===== src/source/corePkg.sv =====
`default_nettype none

package corePkg;

	// ========================================================================
	// basic data types
	// ========================================================================

	// one data word
	typedef logic [31:0] word;
	// architectural register number
	typedef logic [4:0] regAddr;

	// number of architectural registers
	localparam int regCount = 32;

	// ========================================================================
	// instruction encodings
	// ========================================================================

	// primary opcodes, instr[31:26]
	localparam logic [5:0] opSpecial = 6'h00;
	localparam logic [5:0] opAddi    = 6'h08;
	localparam logic [5:0] opAddiu   = 6'h09;
	localparam logic [5:0] opSlti    = 6'h0a;
	localparam logic [5:0] opAndi    = 6'h0c;
	localparam logic [5:0] opOri     = 6'h0d;
	localparam logic [5:0] opXori    = 6'h0e;
	localparam logic [5:0] opLui     = 6'h0f;

	// funct codes of the special group, instr[5:0]
	localparam logic [5:0] fnSll  = 6'h00;
	localparam logic [5:0] fnSrl  = 6'h02;
	localparam logic [5:0] fnSra  = 6'h03;
	localparam logic [5:0] fnAdd  = 6'h20;
	localparam logic [5:0] fnAddu = 6'h21;
	localparam logic [5:0] fnSub  = 6'h22;
	localparam logic [5:0] fnSubu = 6'h23;
	localparam logic [5:0] fnAnd  = 6'h24;
	localparam logic [5:0] fnOr   = 6'h25;
	localparam logic [5:0] fnXor  = 6'h26;
	localparam logic [5:0] fnNor  = 6'h27;
	localparam logic [5:0] fnSlt  = 6'h2a;
	localparam logic [5:0] fnSltu = 6'h2b;

	// ========================================================================
	// pipeline packets
	// ========================================================================

	// operation performed by the execute stage
	typedef enum logic [3:0] {
		aluAdd, aluSub, aluAnd, aluOr, aluXor, aluNor,
		aluSlt, aluSltu, aluSll, aluSrl, aluSra, aluLui
	} aluOp;

	// retirement status of one instruction
	typedef enum logic [1:0] {
		statusOk       = 2'd0,
		statusOverflow = 2'd1,
		statusReserved = 2'd2
	} resStatus;

	// issue stage to execute stage
	typedef struct packed {
		aluOp       op;
		word        a;
		// rt value or extended immediate
		word        b;
		logic [4:0] shamt;
		regAddr     dest;
		logic       checkOverflow;
		logic       reserved;
	} issuePkt;

	// execute stage to retirement
	typedef struct packed {
		regAddr   dest;
		word      data;
		resStatus status;
	} resultPkt;

endpackage

`default_nettype wire


===== src/source/coreTop.sv =====
`timescale 1ns/1ps
`default_nettype none

module coreTop #(
	parameter int issueDepth = 4,
	parameter int retireDepth = 2
) (
	input wire clk,
	input wire arstN,
	// instruction input
	input wire instrValid,
	output logic instrReady,
	input wire corePkg::word instr,
	// retired results
	output logic resValid,
	input wire resReady,
	output corePkg::regAddr resReg,
	output corePkg::word resData,
	output corePkg::resStatus resStatus
);

	// issue stage to issue fifo
	logic issueValid;
	logic issueReady;
	corePkg::issuePkt issuePkt;

	// issue fifo to execute stage
	logic execValid;
	logic execReady;
	corePkg::issuePkt execPkt;

	// execute stage to retire fifo
	logic doneValid;
	logic doneReady;
	corePkg::resultPkt donePkt;

	// retire fifo head, also fed back for writeback
	corePkg::resultPkt resultPkt;

	// ========================================================================
	// pipeline
	// ========================================================================

	issueStage issue (
		.clk(clk),
		.arstN(arstN),
		.instrValid(instrValid),
		.instrReady(instrReady),
		.instr(instr),
		.issueValid(issueValid),
		.issueReady(issueReady),
		.issuePkt(issuePkt),
		.retireFire({resValid, resReady}),
		.retirePkt(resultPkt)
	);

	pipeFifo #(
		.payloadT(corePkg::issuePkt),
		.depth(issueDepth)
	) issueFifo (
		.clk(clk),
		.arstN(arstN),
		.inValid(issueValid),
		.inReady(issueReady),
		.inData(issuePkt),
		.outValid(execValid),
		.outReady(execReady),
		.outData(execPkt)
	);

	execStage exec (
		.clk(clk),
		.arstN(arstN),
		.execValid(execValid),
		.execReady(execReady),
		.issuePkt(execPkt),
		.doneValid(doneValid),
		.doneReady(doneReady),
		.resultPkt(donePkt)
	);

	pipeFifo #(
		.payloadT(corePkg::resultPkt),
		.depth(retireDepth)
	) retireFifo (
		.clk(clk),
		.arstN(arstN),
		.inValid(doneValid),
		.inReady(doneReady),
		.inData(donePkt),
		.outValid(resValid),
		.outReady(resReady),
		.outData(resultPkt)
	);

	// result fields to plain ports
	assign resReg    = resultPkt.dest;
	assign resData   = resultPkt.data;
	assign resStatus = resultPkt.status;

endmodule

`default_nettype wire


===== src/source/execStage.sv =====
`timescale 1ns/1ps
`default_nettype none

module execStage (
	input wire clk,
	input wire arstN,
	// from the issue fifo
	input wire execValid,
	output logic execReady,
	input wire corePkg::issuePkt issuePkt,
	// towards the retire fifo
	output logic doneValid,
	input wire doneReady,
	output corePkg::resultPkt resultPkt
);

	corePkg::word a;
	corePkg::word b;
	corePkg::word sum;
	corePkg::word diff;
	corePkg::word aluRes;
	logic [4:0] shamt;
	logic overflow;
	corePkg::resultPkt nextPkt;
	logic take;

	// ========================================================================
	// ALU
	// ========================================================================

	assign a     = issuePkt.a;
	assign b     = issuePkt.b;
	assign shamt = issuePkt.shamt;
	assign sum   = a + b;
	assign diff  = a - b;

	always_comb begin
		overflow = 1'b0;
		case (issuePkt.op)
			corePkg::aluAdd: begin
				aluRes   = sum;
				// same input signs, different result sign
				overflow = (a[31] == b[31]) && (sum[31] != a[31]);
			end
			corePkg::aluSub: begin
				aluRes   = diff;
				// differing input signs, result sign flips away from a
				overflow = (a[31] != b[31]) && (diff[31] != a[31]);
			end
			corePkg::aluAnd:  aluRes = a & b;
			corePkg::aluOr:   aluRes = a | b;
			corePkg::aluXor:  aluRes = a ^ b;
			corePkg::aluNor:  aluRes = ~(a | b);
			corePkg::aluSlt:  aluRes = {31'b0, $signed(a) < $signed(b)};
			corePkg::aluSltu: aluRes = {31'b0, a < b};
			// shifts act on the rt operand
			corePkg::aluSll:  aluRes = b << shamt;
			corePkg::aluSrl:  aluRes = b >> shamt;
			corePkg::aluSra:  aluRes = $signed(b) >>> shamt;
			corePkg::aluLui:  aluRes = {b[15:0], 16'h0000};
			default:          aluRes = '0;
		endcase
	end

	// ========================================================================
	// result packet
	// ========================================================================

	always_comb begin
		nextPkt.dest = issuePkt.dest;
		nextPkt.data = aluRes;
		if (issuePkt.reserved) begin
			// nothing meaningful was computed
			nextPkt.data   = '0;
			nextPkt.status = corePkg::statusReserved;
		end else if (issuePkt.checkOverflow && overflow) begin
			// wrapped value still reported
			nextPkt.status = corePkg::statusOverflow;
		end else begin
			nextPkt.status = corePkg::statusOk;
		end
	end

	// ========================================================================
	// output register
	// ========================================================================

	// free slot, or the held result leaves this cycle
	assign execReady = ~doneValid | doneReady;
	assign take      = execValid & execReady;

	always_ff @(posedge clk or negedge arstN) begin
		if (!arstN) begin
			doneValid <= 1'b0;
		end else if (take) begin
			doneValid <= 1'b1;
		end else if (doneReady) begin
			doneValid <= 1'b0;
		end
	end

	always_ff @(posedge clk) begin
		if (take) begin
			resultPkt <= nextPkt;
		end
	end

endmodule

`default_nettype wire


===== src/source/issueStage.sv =====
`timescale 1ns/1ps
`default_nettype none

module issueStage (
	input wire clk,
	input wire arstN,
	// instruction input handshake
	input wire instrValid,
	output logic instrReady,
	input wire corePkg::word instr,
	// towards the issue fifo
	output logic issueValid,
	input wire issueReady,
	output corePkg::issuePkt issuePkt,
	// retirement feedback, {resValid, resReady}
	input wire [1:0] retireFire,
	input wire corePkg::resultPkt retirePkt
);

	// instruction fields
	logic [5:0] opcode;
	logic [5:0] funct;
	corePkg::regAddr rs;
	corePkg::regAddr rt;
	corePkg::regAddr rd;
	logic [4:0] shamt;
	logic [15:0] imm;

	// decode controls
	corePkg::aluOp op;
	logic isRType;
	logic useRs;
	logic useRt;
	logic signExt;
	logic checkOvf;
	logic reserved;
	logic writesReg;
	corePkg::regAddr dest;
	corePkg::word immExt;

	// register file and scoreboard
	corePkg::word regs [corePkg::regCount];
	corePkg::word rsData;
	corePkg::word rtData;
	logic [corePkg::regCount-1:0] pending;
	logic [corePkg::regCount-1:0] pendingNext;

	// handshake bookkeeping
	logic hazard;
	logic issueFire;
	logic retire;
	logic retireWrite;
	logic retireClear;

	// ========================================================================
	// decode
	// ========================================================================

	assign opcode = instr[31:26];
	assign rs     = instr[25:21];
	assign rt     = instr[20:16];
	assign rd     = instr[15:11];
	assign shamt  = instr[10:6];
	assign funct  = instr[5:0];
	assign imm    = instr[15:0];

	always_comb begin
		// defaults suit the plain immediate forms
		op       = corePkg::aluAdd;
		isRType  = 1'b0;
		useRs    = 1'b1;
		useRt    = 1'b0;
		signExt  = 1'b1;
		checkOvf = 1'b0;
		reserved = 1'b0;
		case (opcode)
			corePkg::opSpecial: begin
				isRType = 1'b1;
				useRt   = 1'b1;
				case (funct)
					corePkg::fnAdd: begin
						op       = corePkg::aluAdd;
						checkOvf = 1'b1;
					end
					corePkg::fnAddu: op = corePkg::aluAdd;
					corePkg::fnSub: begin
						op       = corePkg::aluSub;
						checkOvf = 1'b1;
					end
					corePkg::fnSubu: op = corePkg::aluSub;
					corePkg::fnAnd:  op = corePkg::aluAnd;
					corePkg::fnOr:   op = corePkg::aluOr;
					corePkg::fnXor:  op = corePkg::aluXor;
					corePkg::fnNor:  op = corePkg::aluNor;
					corePkg::fnSlt:  op = corePkg::aluSlt;
					corePkg::fnSltu: op = corePkg::aluSltu;
					// shifts read rt only, amount from shamt
					corePkg::fnSll: begin
						op    = corePkg::aluSll;
						useRs = 1'b0;
					end
					corePkg::fnSrl: begin
						op    = corePkg::aluSrl;
						useRs = 1'b0;
					end
					corePkg::fnSra: begin
						op    = corePkg::aluSra;
						useRs = 1'b0;
					end
					default: reserved = 1'b1;
				endcase
			end
			corePkg::opAddi: begin
				op       = corePkg::aluAdd;
				checkOvf = 1'b1;
			end
			corePkg::opAddiu: op = corePkg::aluAdd;
			corePkg::opSlti:  op = corePkg::aluSlt;
			// logic immediates are zero extended
			corePkg::opAndi: begin
				op      = corePkg::aluAnd;
				signExt = 1'b0;
			end
			corePkg::opOri: begin
				op      = corePkg::aluOr;
				signExt = 1'b0;
			end
			corePkg::opXori: begin
				op      = corePkg::aluXor;
				signExt = 1'b0;
			end
			corePkg::opLui: begin
				op      = corePkg::aluLui;
				useRs   = 1'b0;
				signExt = 1'b0;
			end
			default: reserved = 1'b1;
		endcase
		// a reserved instruction touches no register
		if (reserved) begin
			useRs = 1'b0;
			useRt = 1'b0;
		end
	end

	// rd for the special group, rt otherwise
	assign dest      = isRType ? rd : rt;
	assign writesReg = ~reserved & (dest != '0);
	assign immExt    = signExt ? {{16{imm[15]}}, imm} : {16'h0000, imm};

	// ========================================================================
	// register file
	// ========================================================================

	// r0 is never written so it reads as zero
	assign rsData = regs[rs];
	assign rtData = regs[rt];

	assign retire      = &retireFire;
	assign retireWrite = retire & (retirePkt.status == corePkg::statusOk)
		& (retirePkt.dest != '0);
	// reserved never set a pending bit, so it must not clear one
	assign retireClear = retire & (retirePkt.status != corePkg::statusReserved);

	always_ff @(posedge clk or negedge arstN) begin
		if (!arstN) begin
			for (int i = 0; i < corePkg::regCount; i++) begin
				regs[i] <= '0;
			end
		end else if (retireWrite) begin
			regs[retirePkt.dest] <= retirePkt.data;
		end
	end

	// ========================================================================
	// scoreboard and handshake
	// ========================================================================

	// sources for RAW, destination for WAW
	assign hazard = (useRs & pending[rs]) | (useRt & pending[rt])
		| (writesReg & pending[dest]);

	assign instrReady = issueReady & ~hazard;
	assign issueValid = instrValid & ~hazard;
	assign issueFire  = instrValid & instrReady;

	always_comb begin
		pendingNext = pending;
		if (retireClear) begin
			pendingNext[retirePkt.dest] = 1'b0;
		end
		if (issueFire && writesReg) begin
			pendingNext[dest] = 1'b1;
		end
	end

	always_ff @(posedge clk or negedge arstN) begin
		if (!arstN) begin
			pending <= '0;
		end else begin
			pending <= pendingNext;
		end
	end

	// packet to the issue fifo
	always_comb begin
		issuePkt.op            = op;
		issuePkt.a             = rsData;
		issuePkt.b             = isRType ? rtData : immExt;
		issuePkt.shamt         = shamt;
		issuePkt.dest          = dest;
		issuePkt.checkOverflow = checkOvf;
		issuePkt.reserved      = reserved;
	end

endmodule

`default_nettype wire


===== src/source/pipeFifo.sv =====
`timescale 1ns/1ps
`default_nettype none

module pipeFifo #(
	parameter type payloadT = logic,
	parameter int depth = 2
) (
	input wire clk,
	input wire arstN,
	input wire inValid,
	output logic inReady,
	input wire payloadT inData,
	output logic outValid,
	input wire outReady,
	output payloadT outData
);

	localparam int ptrW = $clog2(depth);
	localparam int cntW = $clog2(depth + 1);

	// storage, payload only
	payloadT mem [depth];

	logic [ptrW-1:0] wrPtr;
	logic [ptrW-1:0] rdPtr;
	logic [cntW-1:0] count;
	logic [cntW-1:0] countNext;
	// flags kept in flops so both handshake outputs come from registers
	logic full;
	logic notEmpty;
	logic push;
	logic pop;

	// wrap for depths that are not a power of two
	function automatic logic [ptrW-1:0] bump(input logic [ptrW-1:0] p);
		if (p == ptrW'(depth - 1)) begin
			return '0;
		end
		return p + 1'b1;
	endfunction

	assign inReady  = ~full;
	assign outValid = notEmpty;
	// head entry, holds under back-pressure
	assign outData  = mem[rdPtr];

	assign push = inValid & inReady;
	assign pop  = outValid & outReady;

	always_comb begin
		case ({push, pop})
			2'b10:   countNext = count + 1'b1;
			2'b01:   countNext = count - 1'b1;
			default: countNext = count;
		endcase
	end

	always_ff @(posedge clk or negedge arstN) begin
		if (!arstN) begin
			wrPtr    <= '0;
			rdPtr    <= '0;
			count    <= '0;
			full     <= 1'b0;
			notEmpty <= 1'b0;
		end else begin
			if (push) begin
				wrPtr <= bump(wrPtr);
			end
			if (pop) begin
				rdPtr <= bump(rdPtr);
			end
			count    <= countNext;
			full     <= (countNext == cntW'(depth));
			notEmpty <= (countNext != '0);
		end
	end

	always_ff @(posedge clk) begin
		if (push) begin
			mem[wrPtr] <= inData;
		end
	end

endmodule

`default_nettype wire


===== config.mk =====
export PLATFORM = sky130hd
export DESIGN_NAME = coreTop
export DESIGN_NICKNAME = d
export VERILOG_FILES = /design/src/source/corePkg.sv /design/src/source/coreTop.sv /design/src/source/execStage.sv /design/src/source/issueStage.sv /design/src/source/pipeFifo.sv
export SDC_FILE = /design/constraint.sdc
export NUM_CORES = 2
export LEC_CHECK = 0
export BUFFER_PORTS_ARGS = -buffer_cell sky130_fd_sc_hd__buf_2
export CORE_MARGIN = 5
export CORE_UTILIZATION = 50
export DETAILED_ROUTE_END_ITERATION = 10
export PLACE_DENSITY = 0.77
export SYNTH_ARGS = -nofsm -noshare
export SYNTH_HDL_FRONTEND = slang
export SYNTH_SLANG_ARGS = --single-unit

===== constraint.sdc =====
create_clock -name clk -period 6 [get_ports clk]
set_clock_uncertainty 0.1 [all_clocks]
set_input_delay 0 -clock clk [delete_from_list [all_inputs] [get_ports clk]]
set_output_delay 0 -clock clk [all_outputs]
set_load 0.02 [all_outputs]

# [Word-level counts from Yosys, hierarchy flattened]
# Memory sizes are Yosys's and may differ from the RTL's.
# Index checks and enable logic that the tools add are counted.
[word_totals] wordCells=234 in_bits=36 ram_bits=398 latch_bits=0 mem_bits_ro=0 ff_bits=1111 memories=2
[memory_table] name="issueFifo.mem" depth=4 word_bits=80 read_ports=1 rd_ports_with_merged_regs=0 wr=1 line="pipeFifo.sv:22" source="payloadT mem [depth];"
[memory_table] name="retireFifo.mem" depth=2 word_bits=39 read_ports=1 rd_ports_with_merged_regs=0 wr=1 line="pipeFifo.sv:22"
[classes] addsub=10 order_cmp=12 reduce_logical=22 shift=3 muxes=62 div=0 eq_ne=44 bitwise=32 mul=0
[ops] operator="bitwise mux 1024 bit" count=1
[ops] operator="case mux 32 bit (12 select lines)" count=1
[ops] operator="binary-select mux 32 bit (select 5 bit)" count=2
[ops] operator="2-to-1 mux 32 bit" count=9
[ops] operator="demux 32 bit (select 5 bit)" count=1
[ops] operator="bitwise AND 32 bit" count=2
[ops] operator="less-than comparator 32 bit" count=2
[ops] operator="NOT 32 bit" count=2
[ops] operator="bitwise OR 32 bit" count=2
[ops] operator="== test 6 bit, second input constant" count=10
[ops] operator="== test 6 x 4 -> 1 bit, second input constant" count=7
[ops] operator="case mux 4 bit (10 select lines)" count=1
[ops] operator="adder 32 bit" count=1
[ops] operator="<< shifter 32 x 5 -> 32 bit" count=1
[ops] operator="right shift 32 x 5 -> 32 bit" count=1
[ops] operator=">>> shifter 32 x 5 -> 32 bit" count=1
[ops] operator="subtractor 32 bit" count=1
[ops] operator="XOR 32 bit" count=1
[ops] operator="2-to-1 mux 1 bit" count=30
[ops] operator="less-than comparator 5 x 6 -> 1 bit, second input constant" count=4
[ops] operator="case mux 4 bit (6 select lines)" count=1
[ops] operator="greater-or-equal comparator 6 bit, second input constant" count=3
[ops] operator="NOT 5 -> 6 bit" count=3
[ops] operator="== test 4 x 3 -> 1 bit, second input constant" count=4
[ops] operator="other kinds (40)" count=94

# [Longest topological paths before layout]
[depth] ltp_word=14 depth_mapped=19 ltp_nobuf=16

# [Hierarchy]
# From an unflattened synthesis, not the netlist that was laid out.
[unflattened] cells_unflattened=5597 hier_area_um2=82699.3
[modules_own_cells] mod="issueStage" area_per_inst_um2=56880.8 seq_area_each_um2=26425.3 n_inst=1 cells_each=3523
[modules_own_cells] mod="pipeFifo (issueFifo)" area_per_inst_um2=12149.2 seq_area_each_um2=9834.4 n_inst=1 cells_each=466
[modules_own_cells] mod="execStage" area_per_inst_um2=10573.9 seq_area_each_um2=1196.1 n_inst=1 cells_each=1461
[modules_own_cells] mod="pipeFifo (retireFifo)" area_per_inst_um2=3095.5 seq_area_each_um2=2492.4 n_inst=1 cells_each=147

# [Worst setup path after synthesis]
# No wires, ideal clock.
[synth_path] kind="reg2reg" start="reg issueFifo.rdPtr[0]" end="reg exec.resultPkt[33] (netlist name) (data pin)" slack_ps=458 path_buffers=6 path_stages_with_launch=19 setup_time_ps=264 synth_period_minus_slack_ps=5542 arrival_ps=5178 cell_sequence="dfrtp_1 > buf_4 > buf_4 > buf_2 > buf_2 > buf_2 > buf_1 > mux4_2 > inv_1 > ha_1 > a211oi_1 > o211ai_1 > a21boi_0 > a21oi_1 > a21oi_1 > o21ai_0 > a311oi_1 > mux2i_1 > o41a_1"
[synth_via] elab_chain_len=4 elab_cells_between_ends=23 cone_classes="add/sub: 2; eq/ne: 11; shift: 3; mux: 1; bitwise: 4; reduce/logical: 1; memory: 1"
[synth_rtl] item="start, declared" line="pipeFifo.sv:25" source="logic [ptrW-1:0] rdPtr;"
[synth_rtl] item="start signal, assigned" line="pipeFifo.sv:70" source="rdPtr <= bump(rdPtr);"
[synth_rtl] item="memory read (4 x 80 bit) *"
[synth_rtl] item="branches (longest 3 deep; another with subtractor 32 bit)"
[synth_rtl] item="end signal, assigned" line="execStage.sv:104" source="resultPkt <= nextPkt;"
[synth_rtl] item="end, declared" line="execStage.sv:14" source="output corePkg::resultPkt resultPkt"
# Every way passes the cells marked *.
# A chain may end at the register's enable or synchronous reset.

# [Final worst setup path]
# Ends and elaborated chain as after synthesis.

==> results.json <==
{
  "clk_path_buf_depth": 3,
  "cts_tree": "built",
  "status": "finished clean",
  "ys_seq_area_frac": 0.4981,
  "io_pins": 77,
  "hp-class": "input pin to flip-flop",
  "dieArea_sq_um": 168500,
  "hold_violations": 0,
  "fp.coreArea_sq_um": 160000,
  "path_cells": "mux4_2, inv_1, ha_1, a211oi_1, o211ai_1, a21boi_0, a21oi_1, a21oi_1, o21ai_0, a311oi_1, mux2i_1, o41a_1",
  "ys_ff_latch": 1509,
  "setup_viol": 0,
  "final_common_cell": "dfrtp_1",
  "critical_path.max_fanout": 23,
  "grt.overflow.total": 0,
  "drv_slew": 0,
  "port_buffers": 76,
  "cap_viol_max_count": 0,
  "fin_cells": 8798,
  "met1_length_mm": 94.00,
  "via_per_inst": 6.872,
  "relSlewSlack": 0.09895,
  "power.leakage_uw": 0.03596,
  "num_vias": 60460,
  "synthFlopType": "dfrtp_1",
  "synthArstFlopShare": 0.7104,
  "syn_nets": 6920,
  "grt_max_degree": 179,
  "area_growth_pct": 10.59,
  "drt_wl_total_mm": 262.7,
  "worstSkewPairLatency_ns": 0.81,
  "drc": 0,
  "dr.max_layer_used": "met5",
  "route.met2.wl_mm": 118.8,
  "crit_path_frequent_cell": "a21oi_1",
  "worst_pin_slew_ns": 1.348,
  "dp_hpwl_mm": 161.6,
  "clock.fmax_mhz": 186.6,
  "ys_warn_count": 0,
  "drive_above_1_share": 0.2089,
  "clockRootBuffer": "clkbuf_16",
  "avgSynthCellArea_sq_um": 11.83,
  "ir_worst_vdd_mv": 0.4950,
  "final_nets": 6721,
  "rsz0062_at_grt": "no",
  "cts_made_buffers": 155,
  "synth_edf_count": 437,
  "path_clk_slew_ns": 0.06,
  "cts-resized-gates": 0,
  "rows": 147,
  "die_x_um": 410.5,
  "fin_crit_sh": 0.8931,
  "grt_usage": 0.3107,
  "r2r_slack_ns": 0.64,
  "antenna_found_initial": 12,
  "place_congestion": 1.034,
  "end_kind": "flip-flop",
  "slowest_stage": "mux4_2",
  "cp_slowest_stage_delay_ns": 0.75,
  "synth_cells": 6778,
  "initial_utilization": 0.5012,
  "dp_cells": 8469,
  "htreeDepth": 4,
  "met3_length_mm": 33.25,
  "synth_area_sq_um": 80210,
  "detail_route.iter0.violations": 8588,
  "cellPowerDensity_nw_per_um2": 564.2,
  "layout_min_cycle_time_ns": 5.359,
  "start_kind": "flip-flop",
  "die_h_um": 410.5,
  "critPathRequiredTime_ns": 6.43,
  "crit_type": "flip-flop to flip-flop",
  "fin_tns_setup_ns": 0,
  "ant_nets": 0,
  "final_cell_mix": "1069 x dfrtp_1, 971 x nor2_1, 908 x a21oi_1",
  "drt-wirelength-per-cell_um": 29.86,
  "cts_sinks": 1509,
  "first_global_vias": 60700,
  "synthDistinctLibCells": 91,
  "drt_pass1_iterations": 9,
  "grt_pass1_wl_mm": 393.2,
  "arrival_ns": 5.78
}
==> cell usage after synthesis (40+ instances only) <==
library cell | number | area [sq um]
dfrtp_1 | 1072 | 26830
nor2_1 | 998 | 3746
a21oi_1 | 908 | 4544
mux4_2 | 742 | 16710
clkbuf_1 | 526 | 1974
nand2_1 | 448 | 1682
edfxtp_1 | 437 | 13120
o21ai_0 | 405 | 2027
mux2i_1 | 166 | 1662
inv_1 | 156 | 585.6
ha_1 | 103 | 1289
buf_1 | 79 | 296.5
mux2_2 | 65 | 732.0
nand3_1 | 42 | 210.2
nor3_1 | 40 | 200.2
==> where the power goes <==
group | leakage, uW | internal, uW | switching, uW
clock network | 0.00255 | 5730 | 4210
registers | 0.0186 | 14100 | 2270
logic | 0.0148 | 8580 | 15200
==> per-layer routing <==
layer	global-route usage	up-vias
met2	0.4687	4078
met3	0.09141	988
met1	0.4100	30540
met4	0.1653	14
li1	-	24840
met5	0	-
==> through the flow <==
stage          worst slack (ns)  total power (uW)    util  cell area, sq um  hold slack (ns)
6_report                 0.6415             50050  0.5543             88700          0.07604
5_1_grt                  0.4323             52270  0.5543             88690          0.06455
4_1_cts                  0.7292             49330  0.5543             88690         0.008587
3_5_place_dp             0.7803             39230  0.5189             83030          0.01981
3_3_place_gp             0.8958             38630  0.5189             83030         0.003695
2_1_floorplan            0.4583             30920       -             80210          -0.3956
==> path summary, 6_finish.rpt <==
kind,from,cells after the start,end
setup / recovery,issueFifo.rdPtr[0],12,exec.resultPkt[33]
hold / removal,instr[16],3,issueFifo.mem[2][2]
setup reg to reg,issueFifo.rdPtr[0],12,exec.resultPkt[33]
hold reg to reg,issue.regs[1023],0,issue.regs[1023]
max in group asynchronous,arstN,4,issue.regs[839]
min in group asynchronous,arstN,4,issue.regs[248]
==> cells by family after synthesis <==
family / Yosys count / share of synthesized area
flops: 1509 / 0.4981
xor+xnor: 31 / 0.003385
simple gates: 1667 / 0.08468
buf+inv: 789 / 0.03777
mux: 976 / 0.2386
fa+ha+maj: 106 / 0.01682
compound gates: 1700 / 0.1206
==> registers in the layout, summed over array words and instances, names as in the netlist <==
register             cells
issueFifo.rdPtr          2
retireFifo.full          1
retireFifo.outValid      1
exec.resultPkt          39
issueFifo.full           1
issueFifo.outValid       1
retireFifo.count         2
exec.doneValid           1
issueFifo.count          3
retireFifo.rdPtr         1
issue.regs            1024
retireFifo.wrPtr         1
retireFifo.mem          78
issue.pending           32
issueFifo.wrPtr          2
issueFifo.mem          320
==> worst max-delay path: cells and delay by family, from the launching register on <==
family	cells	cell delay, ns
AOI/OAI and AO/OA	8	2.86
muxes	2	0.90
DFF	1	0.74
adders and majority gates	1	0.30
buffers and inverters	1	0.18
==> area by class of cell <==
type | instances | area, sq um
Timing Repair Buffer | 274 | 2290
Tap cell | 2086 | 2610
Multi-Input combinational cell | 4480 | 37980
Clock buffer | 231 | 4559
Clock inverter | 57 | 693.2
Inverter | 159 | 596.8
Sequential cell | 1509 | 39960
Antenna cell | 2 | 5.005
Fill cell | 12610 | 71320
==> repair_timing <==
action | 4_1_cts | 5_1_grt
hold buffers | 39 | 0
hold endpoints to repair | 903 | 0
setup buffers | 0 | 0
Power figures use the tool's default switching activity.
